==> config.mk <==
export PLATFORM = sky130hd
export DESIGN_NAME = board_top
export DESIGN_NICKNAME = d
export VERILOG_FILES = /design/src/board_pkg.sv /design/src/board_top.sv /design/src/input_sync.sv /design/src/panel_drive.sv /design/src/pio_regs.sv /design/src/reset_ctrl.sv
export SDC_FILE = /design/constraint.sdc
export NUM_CORES = 1
export LEC_CHECK = 0
export BUFFER_PORTS_ARGS = -buffer_cell sky130_fd_sc_hd__buf_2
export CAP_MARGIN = 20
export CORE_MARGIN = 5
export CORE_UTILIZATION = 50
export CTS_BUF_LIST = sky130_fd_sc_hd__clkbuf_8
export DETAILED_ROUTE_END_ITERATION = 10
export GPL_TIMING_DRIVEN = 0
export MAX_ROUTING_LAYER = met4
export PLACE_DENSITY_LB_ADDON = 0.1
export SLEW_MARGIN = 20
export SYNTH_ARGS = -nofsm -noshare
export SYNTH_HDL_FRONTEND = slang
export SYNTH_SLANG_ARGS = --single-unit
==> constraint.sdc <==
create_clock -name clk -period 21.2 [get_ports clk]
set_input_delay 3.18 -clock clk [delete_from_list [all_inputs] [get_ports clk]]
set_output_delay 3.18 -clock clk [all_outputs]
set_load 0.01 [all_outputs]
==> src/board_pkg.sv <==
package board_pkg;

    // ========================================
    // board dimensions and timing
    // ========================================
    localparam int NUM_SW   = 18;
    localparam int NUM_KEY  = 4;     // active low push buttons
    localparam int NUM_HEX  = 8;
    localparam int NUM_LEDG = 9;
    localparam int NUM_LEDR = 18;
    localparam int DATA_W   = 32;    // soc export word
    localparam int ADDR_W   = 2;

    localparam int DEBOUNCE_CYCLES = 16;
    localparam int DEBOUNCE_CNT_W  = $clog2(DEBOUNCE_CYCLES + 1);
    localparam int RST_SYNC_STAGES = 3;

    typedef logic [DEBOUNCE_CNT_W-1:0] debounce_cnt_t;
    localparam debounce_cnt_t DEBOUNCE_MAX = debounce_cnt_t'(DEBOUNCE_CYCLES);

    // ========================================
    // register map
    // ========================================
    typedef logic [ADDR_W-1:0] reg_addr_t;

    localparam reg_addr_t REG_LED  = 2'd0;
    localparam reg_addr_t REG_SW   = 2'd1;   // read only
    localparam reg_addr_t REG_EDGE = 2'd2;
    localparam reg_addr_t REG_MASK = 2'd3;

    // ========================================
    // payload and bus types
    // ========================================
    typedef logic [NUM_SW-1:0]  sw_t;
    typedef logic [NUM_KEY-1:0] key_t;
    typedef logic [6:0]         seg_t;   // gfedcba, low = lit

    typedef struct packed {
        reg_addr_t         addr;
        logic              wr;
        logic              rd;
        logic [DATA_W-1:0] wdata;
    } bus_req_t;

    typedef struct packed {
        logic              rvalid;
        logic [DATA_W-1:0] rdata;
    } bus_rsp_t;

    typedef struct packed {
        seg_t [NUM_HEX-1:0] hex;    // digit 7 in the top slot
        logic [NUM_LEDR-1:0] ledr;
        logic [NUM_LEDG-1:0] ledg;
    } panel_t;

    // hex 0..F on a common anode digit
    localparam seg_t SEG7_TABLE [0:15] = '{
        7'b1000000, 7'b1111001, 7'b0100100, 7'b0110000,
        7'b0011001, 7'b0010010, 7'b0000010, 7'b1111000,
        7'b0000000, 7'b0010000, 7'b0001000, 7'b0000011,
        7'b1000110, 7'b0100001, 7'b0000110, 7'b0001110
    };

endpackage

==> src/board_top.sv <==
`timescale 1ns/1ps

// board i/o subsystem, reset, input conditioning, registers, panel
module board_top (
    input  logic                clk,
    input  logic                rst_n,
    input  logic                pll_locked,
    input  board_pkg::key_t     key,
    input  board_pkg::sw_t      sw,
    input  logic                sensor_int,
    input  board_pkg::bus_req_t bus_req,
    output board_pkg::bus_rsp_t bus_rsp,
    output logic                irq,
    output board_pkg::panel_t   panel
);

    import board_pkg::*;

    logic              sys_rst_n;
    sw_t               sw_clean;
    key_t              key_clean;
    logic [DATA_W-1:0] led_export;

    // ========================================
    // reset
    // ========================================
    reset_ctrl i_reset_ctrl (
        .clk        (clk),
        .rst_n      (rst_n),
        .pll_locked (pll_locked),
        .key0       (key[0]),     // raw button, not debounced
        .sys_rst_n  (sys_rst_n)
    );

    // ========================================
    // input conditioning
    // ========================================
    input_sync #(
        .payload_t   (sw_t),
        .RESET_VALUE (sw_t'('0))
    ) i_sw_sync (
        .clk   (clk),
        .rst_n (sys_rst_n),
        .raw   (sw),
        .clean (sw_clean)
    );

    input_sync #(
        .payload_t   (key_t),
        .RESET_VALUE (key_t'('1))   // buttons idle high
    ) i_key_sync (
        .clk   (clk),
        .rst_n (sys_rst_n),
        .raw   (key),
        .clean (key_clean)
    );

    // ========================================
    // registers and panel
    // ========================================
    pio_regs i_pio_regs (
        .clk        (clk),
        .rst_n      (sys_rst_n),
        .bus_req    (bus_req),
        .bus_rsp    (bus_rsp),
        .sw_clean   (sw_clean),
        .key_clean  (key_clean),
        .sensor_int (sensor_int),   // already in the clk domain
        .led_export (led_export),
        .irq        (irq)
    );

    panel_drive i_panel_drive (
        .clk        (clk),
        .rst_n      (sys_rst_n),
        .led_export (led_export),
        .panel      (panel)
    );

endmodule

==> src/input_sync.sv <==
`timescale 1ns/1ps

// synchronizer and debouncer for a vector of board inputs
module input_sync #(
    parameter type      payload_t   = board_pkg::sw_t,
    parameter payload_t RESET_VALUE = '0
) (
    input  logic     clk,
    input  logic     rst_n,
    input  payload_t raw,
    output payload_t clean
);

    import board_pkg::*;

    payload_t      meta_q;
    payload_t      sync_q;
    payload_t      last_q;    // last sampled synchronized value
    debounce_cnt_t cnt_q;

    // ========================================
    // two flop synchronizer
    // ========================================
    always_ff @(posedge clk or negedge rst_n) begin
        if (!rst_n) begin
            meta_q <= RESET_VALUE;
            sync_q <= RESET_VALUE;
        end else begin
            meta_q <= raw;
            sync_q <= meta_q;
        end
    end

    // ========================================
    // debounce
    // ========================================
    // counter sits saturated while the input is quiet
    always_ff @(posedge clk or negedge rst_n) begin
        if (!rst_n) begin
            last_q <= RESET_VALUE;
            cnt_q  <= DEBOUNCE_MAX;
            clean  <= RESET_VALUE;
        end else if (sync_q != last_q) begin
            last_q <= sync_q;   // restart on any bit change
            cnt_q  <= '0;
        end else if (cnt_q != DEBOUNCE_MAX) begin
            cnt_q <= cnt_q + 1'b1;
            if (cnt_q == DEBOUNCE_MAX - 1'b1) begin
                clean <= last_q;   // stable long enough
            end
        end
    end

endmodule

==> src/panel_drive.sv <==
`timescale 1ns/1ps

// front panel, led slices and eight seven segment digits
module panel_drive (
    input  logic                         clk,
    input  logic                         rst_n,
    input  logic [board_pkg::DATA_W-1:0] led_export,
    output board_pkg::panel_t            panel
);

    import board_pkg::*;

    panel_t panel_d;

    // ========================================
    // decode
    // ========================================
    always_comb begin
        // one nibble per digit, digit 0 from the low nibble
        for (int i = 0; i < NUM_HEX; i++) begin
            panel_d.hex[i] = SEG7_TABLE[led_export[4*i +: 4]];
        end

        // {ledr, ledg} is the low end of the export word
        panel_d.ledg = led_export[NUM_LEDG-1:0];
        panel_d.ledr = led_export[NUM_LEDG +: NUM_LEDR];
    end

    // ========================================
    // output register
    // ========================================
    always_ff @(posedge clk or negedge rst_n) begin
        if (!rst_n) begin
            panel.hex  <= {NUM_HEX{SEG7_TABLE[0]}};   // all digits read 0
            panel.ledr <= '0;
            panel.ledg <= '0;
        end else begin
            panel <= panel_d;
        end
    end

endmodule

==> src/pio_regs.sv <==
`timescale 1ns/1ps

// led / switch / key edge register block on a strobe bus
module pio_regs (
    input  logic                         clk,
    input  logic                         rst_n,
    input  board_pkg::bus_req_t          bus_req,
    output board_pkg::bus_rsp_t          bus_rsp,
    input  board_pkg::sw_t               sw_clean,
    input  board_pkg::key_t              key_clean,
    input  logic                         sensor_int,
    output logic [board_pkg::DATA_W-1:0] led_export,
    output logic                         irq
);

    import board_pkg::*;

    logic              wr_led;
    logic              wr_edge;
    logic              wr_mask;
    logic              rd_fire;
    key_t              key_prev_q;
    key_t              press;
    key_t              edge_clr;
    key_t              edge_q;
    key_t              mask_q;
    logic [DATA_W-1:0] rd_data;
    logic              rvalid_q;
    logic [DATA_W-1:0] rdata_q;

    // ========================================
    // decode
    // ========================================
    // writes to REG_SW have no decode and fall away
    assign wr_led  = bus_req.wr && (bus_req.addr == REG_LED);
    assign wr_edge = bus_req.wr && (bus_req.addr == REG_EDGE);
    assign wr_mask = bus_req.wr && (bus_req.addr == REG_MASK);
    assign rd_fire = bus_req.rd && !bus_req.wr;   // write wins a collision

    // press is a high to low step of the debounced key
    assign press    = key_prev_q & ~key_clean;
    assign edge_clr = wr_edge ? bus_req.wdata[NUM_KEY-1:0] : '0;

    // ========================================
    // registers
    // ========================================
    always_ff @(posedge clk or negedge rst_n) begin
        if (!rst_n) begin
            led_export <= '0;
            mask_q     <= '0;
            edge_q     <= '0;
            key_prev_q <= '1;   // released
            irq        <= 1'b0;
        end else begin
            if (wr_led) begin
                led_export <= bus_req.wdata;
            end
            if (wr_mask) begin
                mask_q <= bus_req.wdata[NUM_KEY-1:0];
            end
            key_prev_q <= key_clean;
            edge_q     <= (edge_q & ~edge_clr) | press;   // set beats clear
            irq        <= |(edge_q & mask_q);
        end
    end

    // ========================================
    // read path
    // ========================================
    always_comb begin
        rd_data = '0;
        case (bus_req.addr)
            REG_LED:  rd_data = led_export;
            REG_SW:   rd_data = {sensor_int, {(DATA_W-1-NUM_SW){1'b0}}, sw_clean};
            REG_EDGE: rd_data[NUM_KEY-1:0] = edge_q;
            REG_MASK: rd_data[NUM_KEY-1:0] = mask_q;
            default:  rd_data = '0;
        endcase
    end

    always_ff @(posedge clk or negedge rst_n) begin
        if (!rst_n) begin
            rvalid_q <= 1'b0;
        end else begin
            rvalid_q <= rd_fire;   // one cycle pulse
        end
    end

    always_ff @(posedge clk) begin
        if (rd_fire) begin
            rdata_q <= rd_data;
        end
    end

    assign bus_rsp.rvalid = rvalid_q;
    assign bus_rsp.rdata  = rdata_q;

endmodule

==> src/reset_ctrl.sv <==
`timescale 1ns/1ps

// system reset from board reset, pll lock and key 0
module reset_ctrl (
    input  logic clk,
    input  logic rst_n,
    input  logic pll_locked,
    input  logic key0,
    output logic sys_rst_n
);

    import board_pkg::*;

    logic                       src_ok;
    logic [RST_SYNC_STAGES-1:0] stage_q;

    // any source low pulls reset at once
    assign src_ok = rst_n & pll_locked & key0;

    // ========================================
    // release synchronizer
    // ========================================
    // ones shift in from the bottom, the top stage is the reset
    always_ff @(posedge clk or negedge src_ok) begin
        if (!src_ok) begin
            stage_q <= '0;
        end else begin
            stage_q <= {stage_q[RST_SYNC_STAGES-2:0], 1'b1};
        end
    end

    assign sys_rst_n = stage_q[RST_SYNC_STAGES-1];   // clean rising edge

endmodule

* After elaboration in Yosys (flattened, before gate mapping)
Memories as Yosys holds them, arrays and structs flattened. A register that Yosys moved wholly into a read port is not among the register bits. Cells that the tools add are included.
Cells by class: $add $sub $neg 2, equal/unequal tests 9, mux-type cells 7, bitwise gates (word level) 18, reductions and logical operators 19
Operators with widths (count):
- $pmux 28 s2 | 1
- $not 4->5 | 8
- $mux 5 | 4
- $ne 18x18->1 | 1
- $pmux 4 s4 | 1
- $and 4x4->4 | 3
- $add 5x1->5 const B | 2
- $eq 5x4->1 const B | 2
- $ne 5x5->1 const B | 2
- $logic_not 1->1 | 9
- $not 4->4 | 2
- $reduce_and 3->1 | 2
- $eq 2x2->1 const B | 2
- $logic_and 1x1->1 | 4
- $mux 4 | 1
- $ne 4x4->1 | 1
- $or 4x4->4 | 1
- $reduce_bool 2->1 | 2
- $reduce_or 4->1 | 1
- $and 1x1->1 | 2
- $eq 2x1->1 const B | 1
- $logic_not 2->1 | 1
- $not 1->1 | 2
Word-level totals: bits in registers 206, ROM bits 896, output and inout port bits 117, word-level logic and storage cells 83, memories 8
Memories:
- (no name shown) | words 16, bits a word 7, read ports 1, clocked after memory_dff 1, write ports 0, RTL line panel_drive.sv:21 | panel_d.hex[i] = SEG7_TABLE[led_export[4*i +: 4]];
- (no name shown) | words 16, bits a word 7, read ports 1, clocked after memory_dff 1, write ports 0, RTL line panel_drive.sv:21
- (no name shown) | words 16, bits a word 7, read ports 1, clocked after memory_dff 1, write ports 0, RTL line panel_drive.sv:21
- (no name shown) | words 16, bits a word 7, read ports 1, clocked after memory_dff 1, write ports 0, RTL line panel_drive.sv:21
- (no name shown) | words 16, bits a word 7, read ports 1, clocked after memory_dff 1, write ports 0, RTL line panel_drive.sv:21
- (no name shown) | words 16, bits a word 7, read ports 1, clocked after memory_dff 1, write ports 0, RTL line panel_drive.sv:21
- 2 more memories

* Longest topological paths before layout
Gate-level depths: netlist (run 1).
depth in word-level cells 6, gate-level depth with buffers 7

* By module
From an unflattened synthesis (run 1), not the netlist that was laid out.
Unflattened totals: cells, all modules 753, area total of the unflattened synthesis 10799.1 um^2
Modules (own cells, without submodules):
- panel_drive | instances 1, cells each 340, area an instance 4219.0 um^2, seq. area each 2087.0 um^2
- pio_regs | instances 1, cells each 191, area an instance 3120.5 um^2, seq. area each 2117.0 um^2
- input_sync (i_sw_sync) | instances 1, cells each 162, area an instance 2560.0 um^2, seq. area each 1928.1 um^2
- input_sync (i_key_sync) | instances 1, cells each 55, area an instance 814.5 um^2, seq. area each 546.8 um^2
- reset_ctrl | instances 1, cells each 5, area an instance 85.1 um^2, seq. area each 75.1 um^2

* Worst setup path after synthesis (run 1)
No wires, ideal clock.
kind in2reg, start in bus_req[33] (netlist bit), end reg i_pio_regs.rdata_q[0] (enable), data arrival time 4658 ps, data required time 20773 ps, path slack 16115 ps, stages on the path 1, cells stage by stage nor2b_1
On the way: longest elaborated chain between the ends 2
Ends and longest elaborated chain:
- start: declaration | RTL line board_top.sv:11 | input board_pkg::bus_req_t bus_req,
- $logic_not 1->1 | RTL line pio_regs.sv:38 | assign rd_fire = bus_req.rd && !bus_req.wr;
- $logic_and 1x1->1 | RTL line pio_regs.sv:38
- end signal: assignment | RTL line pio_regs.sv:91 | rdata_q <= rd_data;
- end: declaration | RTL line pio_regs.sv:29 | logic [DATA_W-1:0] rdata_q;
No other way between the ends. A chain may end at the register's enable or synchronous reset.

* Final worst setup path (run 1)
start in bus_req[35] (netlist bit), end reg i_pio_regs.led_export[30] (netlist bit)
On the way: longest elaborated chain between the ends 2
Ends and longest elaborated chain:
- $logic_not 2->1 | RTL line pio_regs.sv:35 | assign wr_led = bus_req.wr && (bus_req.addr == REG_LED);
- $logic_and 1x1->1 | RTL line pio_regs.sv:35
- end signal: assignment | RTL line pio_regs.sv:56 | led_export <= bus_req.wdata;
- end: declaration | RTL line pio_regs.sv:12 | output logic [board_pkg::DATA_W-1:0] led_export,
No other way between the ends.

==> flow_summary.toml, run 1 <==
[outcome]
outcome = "finished clean"

[global_routing]
grt_start_max_net_pins = 58
grt_pass1_wl_um = 35100
antenna_found_initial = 0
grt_overflow = 0
track_usage_pct = 18.8
first_global_vias = 6690

[floorplan]
die_w_um = 155
fp.dieH_um = 155
core_area_um2 = 20400
row_count = 52
ioPinCount = 179
initial_core_util_pct = 51.1
design.die.area_um2 = 23900

[cts]
tritoncts = "done"
cts_sinks = 262
cts.hold.buffers_added = 0
clock_latency_ns = 0.54
root_buffer = "clkbuf_8"
cts_max_level = 2
clockBufferDepth = 3
cts-resized-gates = 0
postCtsSetupBuffers = 0
clkTransAtPathRegs_ns = 0.06
numCtsBuffers = 44

[timing]
clock_skew_ns = 0.0148
finalCritPeriodShare_pct = 22.7
fin_crit_ns = 4.81
tns_ns = 0
fin_ws_ns = 16.39
max_freq_ghz = 0.208
tightest_slew_ns = 0.963
grt_setup_unrepaired = "false"
maxSlewHeadroom_pct = 34.9
setup_viol = 0
hold_viol = 0
maxSlewViolCount = 0

[synthesis]
synth_edf_count = 32
ys.warnings.count = 0
synth_top_family_by_area = "multiplexers"
synth_flop_cell = "dfrtp_1"
synth.most_common_cell = "dfrtp_1"
synthMuxAreaShare_pct = 10.2
syn_inst = 781
syn_area_per_cell_um2 = 13.4
synth_fa_ha_area_share_pct = 6.47
ys_top_cells_by_area = "dfrtp_1, edfxtp_1, dfstp_2"
yosysSeqAreaShare_pct = 64.6
synth_cell_type_count = 47
synth_top_cell_by_area = "dfrtp_1"
synth_compound_area_share_pct = 5.40
synthSimpleGateAreaFrac_pct = 7.62
ys_seq_elements = 262
synth-xor-area-share_pct = 2.35
yosysTopAreaCellShare_pct = 47.9
syn_nets = 897
yosys-top-cells-count = "dfrtp_1, ha_1, nor2_1"
synthesis.area_um2 = 10400
async_flop_share_pct = 87.8

[place]
preCtsSetupSlack_ns = 15.80
place_congestion = 0.863
dp_hpwl_um = 15600
portBuffers = 178

[flow_run]
cap_violations = 0

[final_layout]
fill_cells = 1693
antenna_cells = 0
area_growth_pct = 21.2
drive_gt1_share_pct = 32.6
fin_nets = 1126

[detailed_routing]
via_count = 6541
wl_um = 21500
viasPerCell = 4.99
drt_iter0_drc = 332
routedWlPerCell_um = 16.4
ant_nets = 0
drt_pass1_iterations = 4
drc = 0

[setup_path]
crit_fanout = 10
critPathRequiredTime_ns = 21.62
worst-setup-path-type = "in -> reg"
critPathArrivalTime_ns = 5.22
worstSetupEndpointType = "flop"
worstSetupStartpointType = "input pin"

[pwr]
vdd_ir_drop_max_v = 0.0000561
p_leak_nw = 6.02
powerDensity_nw_per_um2 = 99.6

[min_path]
min_path_type = "reg -> async"
path summary, 6_finish.rpt:
| kind | start | endpoint | slack, ns | cells after the start |
|---|---|---|---|---|
| max in group asynchronous | key[0] | i_reset_ctrl.stage_q[2]$_DFF_PN0_ | 18.45 | 2 |
| max | bus_req[35] | i_pio_regs.led_export[30]$_DFFE_PN0P_ | 16.39 | 6 |
| max reg2reg | i_sw_sync.last_q[14]$_DFFE_PN0P_ | i_sw_sync.clean[17]$_DFFE_PN0P_ | 18.74 | 6 |
| min in group clk | i_sw_sync.meta_q[11]$_DFF_PN0_ | i_sw_sync.sync_q[11]$_DFF_PN0_ | 0.34 | 0 |
| min reg2reg | i_reset_ctrl.stage_q[2]$_DFF_PN0_ | i_key_sync.cnt_q[1]$_DFFE_PN0P_ | 0.27 | 0 |
| min | i_reset_ctrl.stage_q[2]$_DFF_PN0_ | i_key_sync.cnt_q[1]$_DFFE_PN0P_ | 0.27 | 0 |
placed cells by master (no fill, tap or decap), drive strengths merged, types with 4 or more instances in the layout:
master    n
nand3     8
inv      49
dfstp    30
xor2     18
nor3     13
nor2b    13
a21oi    21
ha       54
and3      4
nand2    46
o21ai    43
and2      7
clkinv    9
nor2     50
dfrtp   200
mux2i    37
mux4     10
o22ai     6
nor4      4
clkbuf   97
buf     191
mux2     42
a22o      9
edfxtp   32
a32o      4
xnor2    10
or3b      4
nand2b    6
where the power goes:
part / switching [mW] / total [mW] / internal, mW / leakage, nW
clock: 0.190 / 0.419 / 0.230 / 0.496
sequential: 0.0385 / 0.616 / 0.577 / 3.10
combinational: 0.126 / 0.226 / 0.100 / 2.43
sequential cells by signal (all words and copies together) (netlist names), 5 cells and up:
name	count
i_panel_drive.panel	83
i_pio_regs.led_export	32
i_pio_regs.rdata_q	32
i_sw_sync.clean	18
i_sw_sync.last_q	18
i_sw_sync.meta_q	18
i_sw_sync.sync_q	18
i_key_sync.cnt_q	5
i_sw_sync.cnt_q	5
routing by layer:
layer / vias to the layer above / track usage, % / wire length [µm]
li1: 3118 / - / -
met1: 3178 / 25.0 / 9290
met2: 195 / 29.0 / 10200
met3: 50 / 3.97 / 1350
met4: 0 / 6.77 / 612
met5: - / - / 0
worst max-delay path: stages:
cell and delay, ns:
buf_2 0.12, nor2_1 0.49, and2_1 0.21, clkbuf_1 0.17, buf_1 0.65, mux2_2 0.41
cell type report:
| class | instances | area [µm²] | area share, % |
|---|---|---|---|
| flip-flops and latches | 262 | 6760 | 53.3 |
| multi-input cells | 432 | 3360 | 26.5 |
| repair buffers | 183 | 1020 | 8.06 |
| clock buffers | 54 | 743 | 5.87 |
| well taps | 270 | 338 | 2.67 |
| plain buffers | 51 | 205 | 1.62 |
| inverters | 36 | 135 | 1.07 |
| clock inverters | 24 | 106 | 0.840 |
cell families (layout without fill, tap and decap cells):
group,Yosys count,count (layout)
AO/OA/AOI/OAI,95,95
XOR/XNOR,28,28
adder cells (fa/ha/maj),54,54
buffers and inverters,87,348
flip-flops,262,262
multiplexers,89,89
other,1,1
AND/OR/NAND/NOR,165,165
through the flow:
step	area, µm²	cells	util, %	hold slack, ns	total power [mW]
5_1_grt	12700	1312	62.0	0.329	1.33
4_1_cts	12700	1312	62.0	0.295	1.28
3_5_place_dp	11800	1234	57.8	0.291	0.854
6_report	12700	1312	62.0	0.274	1.26
2_1_floorplan	10400	781	-	0.331	0.758
3_3_place_gp	11700	1229	57.2	0.334	0.849
Power figures use the tool's default switching activity.
==> run 2: changes to the inputs <==
ABC_AREA = 1   (was unset)
clock period = 4.2 ns   (was 21.2 ns; I/O delays follow)
==> run 2 against run 1 <==
  * Design area up 1.0%
  * Synthesized cell count up 29%
  * Critical path depth down 5
  * Area after synthesis up 0.87%
  * Global-route usage down 0.34 points
  * Sequential share of layout area down 0.53 points
  * Core utilization down 0.75 points
  * Combinational power rose to 4.4 times the previous value
  * Die area up 0.82%
  * Power rose to 4.9 times the previous value
  * Largest cell class unchanged
==> flow_summary.toml, run 2 <==
[pwr]
powerDensity_nw_per_um2 = 487
vdd_ir_drop_max_v = 0.000295
swShare_pct = 27.7
p_leak_nw = 6.38
p_switching_mw = 1.73
p_comb_share_pct = 15.9
p_seq_share_pct = 48.8
pwr-share-clk_pct = 35.3
p_total_mw = 6.24
intPower_mw = 4.51

[synthesis]
yosysSeqAreaShare_pct = 64.1
syn_nets = 1121
synth_flop_cell = "dfrtp_1"
synthMuxAreaShare_pct = 0
synth.most_common_cell = "nand2_1"
ys.warnings.count = 0
synth_top_cell_by_area = "dfrtp_1"
synthSimpleGateAreaFrac_pct = 14.3
ys_seq_elements = 262
synth_top_family_by_area = "simple AND/OR/NAND/NOR gates"
synth_cell_type_count = 37
syn_inst = 1005
ys_top_cells_by_area = "dfrtp_1, edfxtp_1, nand2_1"
synth_compound_area_share_pct = 8.32
synthesis.area_um2 = 10500
synth_fa_ha_area_share_pct = 6.41
synth-xor-area-share_pct = 0.997
yosys-top-cells-count = "nand2_1, dfrtp_1, inv_1"
yosysTopAreaCellShare_pct = 47.5
synth_edf_count = 32
async_flop_share_pct = 87.8
syn_area_per_cell_um2 = 10.5

[setup_path]
crit_fanout = 1
worstSetupStartpointType = "flop"
critPathRequiredTime_ns = 3.57
worstSetupEndpointType = "output pin"
path_cells = "buf_2"
critical-path-max-stage-delay_ns = 0.53
worst-setup-path-type = "reg -> out"
critPathSlowestCell = "dfstp_2"
crit_buf_inv = 1
critical-path-top-delay-family = "flip-flops"
critPathArrivalTime_ns = 1.18

[cts]
cts.hold.buffers_added = 0
postCtsSetupBuffers = 0
clock_latency_ns = 0.53
root_buffer = "clkbuf_8"
clkTransAtPathRegs_ns = 0.06
clockBufferDepth = 3
tritoncts = "done"
cts-resized-gates = 0
cts_max_level = 2
numCtsBuffers = 44
cts_sinks = 262

[final_layout]
final_common_cell = "nand2_1"
largest_register_ffs = 83
fin_nets = 1350
most-common-layout-cells = "nand2_1, dfrtp_1, buf_2, inv_1, nor2_1"
biggestRegsByFlops = "i_panel_drive.panel x83, i_pio_regs.led_export x32, i_pio_regs.rdata_q x32"
largest_register = "i_panel_drive.panel"
final_util_pct = 61.3
area_growth_pct = 21.4
drive_gt1_share_pct = 23.7

[place]
portBuffers = 178
dp_hpwl_um = 15700
preCtsSetupSlack_ns = 2.17
place_congestion = 0.848

[min_path]
min_path_type = "in -> async"

[floorplan]
core_area_um2 = 20900
fp.dieH_um = 155
ioPinCount = 179
row_count = 53
die_w_um = 155
initial_core_util_pct = 50.5
design.die.area_um2 = 24100

[timing]
clock_skew_ns = 0.0216
hold_viol = 0
setup_viol = 0
fin_crit_ns = 1.81
maxSlewViolCount = 0
max_freq_ghz = 0.551
tns_ns = 0
grt_setup_unrepaired = "false"
maxSlewHeadroom_pct = 54.6
tightest_slew_ns = 0.682
fin_ws_ns = 2.39
finalCritPeriodShare_pct = 43.2

[detailed_routing]
routedWlPerCell_um = 13.7
top_layer_used = "met4"
drc = 0
drt_pass1_iterations = 4
viasPerCell = 4.73
route.met3.wl_um = 1360
wl_um = 21200
drt_iter0_drc = 279
ant_nets = 0
via_count = 7300
met1Wirelength_um = 9300
routed-wl-met2_um = 9930

[global_routing]
grt_pass1_wl_um = 35100
grt_overflow = 0
grt_start_max_net_pins = 53
track_usage_pct = 18.5
antenna_found_initial = 0
first_global_vias = 7061

[outcome]
outcome = "finished clean"

[flow_run]
cap_violations = 0
==> run 2: per-stage QoR <==
stage          instance area [µm²]  hold WS [ns]  instances
2_1_floorplan                10500         0.331       1005
3_3_place_gp                 11800         0.334       1458
3_5_place_dp                 11900         0.335       1463
4_1_cts                      12800       0.00617       1543
5_1_grt                      12800        0.0206       1543
6_report                     12800        0.0376       1544
==> run 2: final cells by class <==
cell class,count,area [µm²]
clock buffers,52,716
well taps,275,344
clock inverters,28,169
flip-flops and latches,262,6760
inverters,103,387
multi-input cells,590,3180
fillers,1776,8090
repair buffers,183,1010
plain buffers,50,226
diodes,1,2.50
==> run 2: power groups by stage <==
stage                     logic [mW]  registers (mW)  clock network [mW]
after floorplan                0.465            3.20                   0
after global placement         0.947            3.12                   0
after detailed placement        1.00            3.09                   0
after CTS                       1.01            3.05                2.28
after global routing            1.13            3.08                2.41
final                          0.993            3.04                2.20
==> run 2: path summary, 6_finish.rpt <==
| path | start | endpoint | slack [ns] | cells after the start |
|---|---|---|---|---|
| setup / recovery | i_panel_drive.panel[40]$_DFF_PN1_ | panel[40] | 2.39 | 1 |
| hold / removal | pll_locked | i_reset_ctrl.stage_q[2]$_DFF_PN0_ | 0.04 | 2 |
| setup reg to reg | i_sw_sync.cnt_q[1]$_DFFE_PN0P_ | i_sw_sync.clean[16]$_DFFE_PN0P_ | 2.43 | 10 |
| hold reg to reg | i_sw_sync.meta_q[12]$_DFF_PN0_ | i_sw_sync.sync_q[12]$_DFF_PN0_ | 0.34 | 0 |
| max in group asynchronous | i_reset_ctrl.stage_q[2]$_DFF_PN0_ | i_panel_drive.panel[47]$_DFF_PN1_ | 2.80 | 2 |
| min in group clk | key[3] | i_key_sync.meta_q[3]$_DFF_PN1_ | 0.20 | 1 |
==> run 2: logic make-up (layout without fill, tap and decap cells) <==
| logic type | Yosys count | in the layout |
|---|---|---|
| adders and majority gates | 54 | 54 |
| and+or+nand+nor | 362 | 362 |
| buffers and inverters | 153 | 416 |
| AOI/OAI and AO/OA | 161 | 161 |
| xor gates and xnor gates | 12 | 12 |
| other | 1 | 2 |
| DFF | 262 | 262 |
==> run 2: metal layers <==
metal  vias up  track usage (%)
met1      3339             24.4
met5         -                -
met3        44             3.92
li1       3701                -
met4         0             6.59
met2       216             28.7
==> run 2: worst reg2reg max path: cells and delay by family, from the launching register on <==
family                   cells  cell delay, ns
flip-flops                   1            0.39
adder cells (fa/ha/maj)      2            0.34
AND/OR/NAND/NOR              6            0.62
buffers and inverters        2            0.32
==> run 3: changes to the inputs <==
clock period = 1.7 ns   (was 4.2 ns; I/O delays follow)
==> run 3 against run 2 <==
  * Via count up 3.8%
  * Largest power group unchanged
  * Clock power up 130%
  * Largest cell class unchanged
  * Clock skew about the same
  * Die area unchanged
==> flow_summary.toml, run 3 (synthesis gave the netlist of run 2 again) <==
[detailed_routing]
via_count = 7580
ant_nets = 0
drt_iter0_drc = 311
drt_pass1_iterations = 7
wl_um = 22500
viasPerCell = 4.75
drc = 0
routedWlPerCell_um = 14.1

[cts]
tritoncts = "done"
clock_latency_ns = 0.53
numCtsBuffers = 42
clockBufferDepth = 3
cts_sinks = 262
clkTransAtPathRegs_ns = 0.06
root_buffer = "clkbuf_8"
cts_max_level = 2

[timing]
grt_setup_unrepaired = "true"
tightest_slew_ns = 0.626
setup_viol = 0
fin_crit_ns = 1.65
maxSlewHeadroom_pct = 58.3
finalCritPeriodShare_pct = 97.0
maxSlewViolCount = 0
max_freq_ghz = 0.607
clock_skew_ns = 0.0218
hold_viol = 0

[floorplan]
ioPinCount = 179
row_count = 53
initial_core_util_pct = 50.5
fp.dieH_um = 155
core_area_um2 = 20900
design.die.area_um2 = 24100
die_w_um = 155

[setup_path]
crit_fanout = 7
worstSetupEndpointType = "flop"
reg2reg_setup_slack_ns = 0.05
critPathRequiredTime_ns = 2.11
worst-setup-path-type = "reg -> reg"
critPathArrivalTime_ns = 2.06
worstSetupStartpointType = "flop"

[global_routing]
grt_pass1_wl_um = 36500
first_global_vias = 7429
antenna_found_initial = 0
met3_usage_pct = 3.92
track_usage_pct = 19.2
busiest_layer = "met2"
grt_overflow = 0
grt_use_met2_pct = 30.8
grt_use_met1_pct = 25.0
grt_start_max_net_pins = 59

[pwr]
vdd_ir_drop_max_v = 0.000769
pwr-share-clk_pct = 33.7
intPower_mw = 11.0
powerDensity_nw_per_um2 = 1140
p_comb_share_pct = 16.9
p_leak_nw = 6.63
p_switching_mw = 4.27
swShare_pct = 28.0
p_seq_share_pct = 49.4

[outcome]
outcome = "finished clean"

[final_layout]
largest_register = "i_panel_drive.panel"
final_util_pct = 64.1
fill_cells = 1752
stdcell_count = 1597
area_growth_pct = 27.0
biggestRegsByFlops = "i_panel_drive.panel x83, i_pio_regs.led_export x32, i_pio_regs.rdata_q x32"
antenna_cells = 0
fin_nets = 1405
final_common_cell = "dfrtp_1"
drive_gt1_share_pct = 24.1
largest_register_ffs = 83
most-common-layout-cells = "dfrtp_1, nand2_1, buf_2, inv_1, nor2_1"
final_cell_area_um2 = 13400

[place]
placed_area_um2 = 11900
dp_hpwl_um = 15900
dpl.cell_count = 1463
place_congestion = 0.864
portBuffers = 178

[flow_run]
cap_violations = 0

[min_path]
min_path_type = "in -> reg"
run 3: changes by cell type in the layout (fill, tap and decap cells not counted), sizes merged:
cell | previous run | this run
dlygate4sd3 | 0 | 51
buf | 195 | 201
clkinv | 18 | 13
inv | 111 | 116
clkbuf | 90 | 88
bufinv | 2 | 1
diode | 1 | 0
run 3: critical path, cell delays in order, from the launching register on:
cell	delay, ns
dfrtp_1	0.39
ha_2	0.21
nand2_2	0.08
nor2_4	0.09
ha_2	0.16
and2_4	0.18
nand4_4	0.13
buf_12	0.17
nand2_1	0.06
nand2_1	0.05
run 3: power by group through the flow:
stage               registers (mW)  clock network, mW  logic [mW]
floorplan                     7.90                  0        1.15
global placement              7.71                  0        2.35
detailed placement            7.65                  0        2.49
CTS                           7.54               5.31        2.59
global route                  7.61               5.60        2.92
finish                        7.53               5.13        2.58
run 3: final timing paths:
path | from | endpoint | cells past startpoint
hold reg to reg | i_reset_ctrl.stage_q[2]$_DFF_PN0_ | i_panel_drive.panel[28]$_DFF_PN0_ | 0
hold / removal | bus_req[18] | i_pio_regs.led_export[18]$_DFFE_PN0P_ | 3
max in group asynchronous | i_reset_ctrl.stage_q[2]$_DFF_PN0_ | i_sw_sync.cnt_q[4]$_DFFE_PN1P_ | 3
setup reg to reg | i_sw_sync.cnt_q[0]$_DFFE_PN0P_ | i_sw_sync.clean[6]$_DFFE_PN0P_ | 9
setup / recovery | i_sw_sync.cnt_q[0]$_DFFE_PN0P_ | i_sw_sync.clean[6]$_DFFE_PN0P_ | 9
min in group asynchronous | rst_n | i_reset_ctrl.stage_q[2]$_DFF_PN0_ | 3
run 3: area by class of cell:
type | count | area [µm²] | share of cell area [%]
Sequential cell | 262 | 6760 | 50.5
Tap cell | 275 | 344 | 2.57
Multi-Input combinational cell | 590 | 3230 | 24.2
Inverter | 103 | 387 | 2.89
Clock inverter | 27 | 136 | 1.02
Clock buffer | 50 | 688 | 5.14
Buffer | 49 | 215 | 1.61
Timing Repair Buffer | 241 | 1620 | 12.1
run 3: stage by stage:
stage	worst slack (ns)	total power, mW	hold slack [ns]	TNS [ns]
finish	0.0517	15.2	0.0280	0
global route	-0.0466	16.1	0.0157	-0.560
CTS	0.0312	15.4	0.00271	0
detailed placement	-0.0651	10.1	0.214	-0.510
global placement	-1.40	10.1	0.206	-307.33
floorplan	-0.598	9.05	0.105	-121.55
run 3: timing repair:
| item | CTS | global route |
|---|---|---|
| resized for setup | 3 | 18 |
| pin swaps | 3 | 13 |
| gates cloned | 1 | 0 |
| buffers inserted | 3 | 3 |
| hold buffers | 51 | 0 |
| hold endpoints to repair | 52 | 0 |
| setup endpoints to repair | 10 | 57 |
run 3: layer usage:
metal	share of wire (%)	vias to the layer above
met4	2.1	0
met3	5.8	41
met2	49	193
li1	-	3807
met5	0	-
met1	43	3539
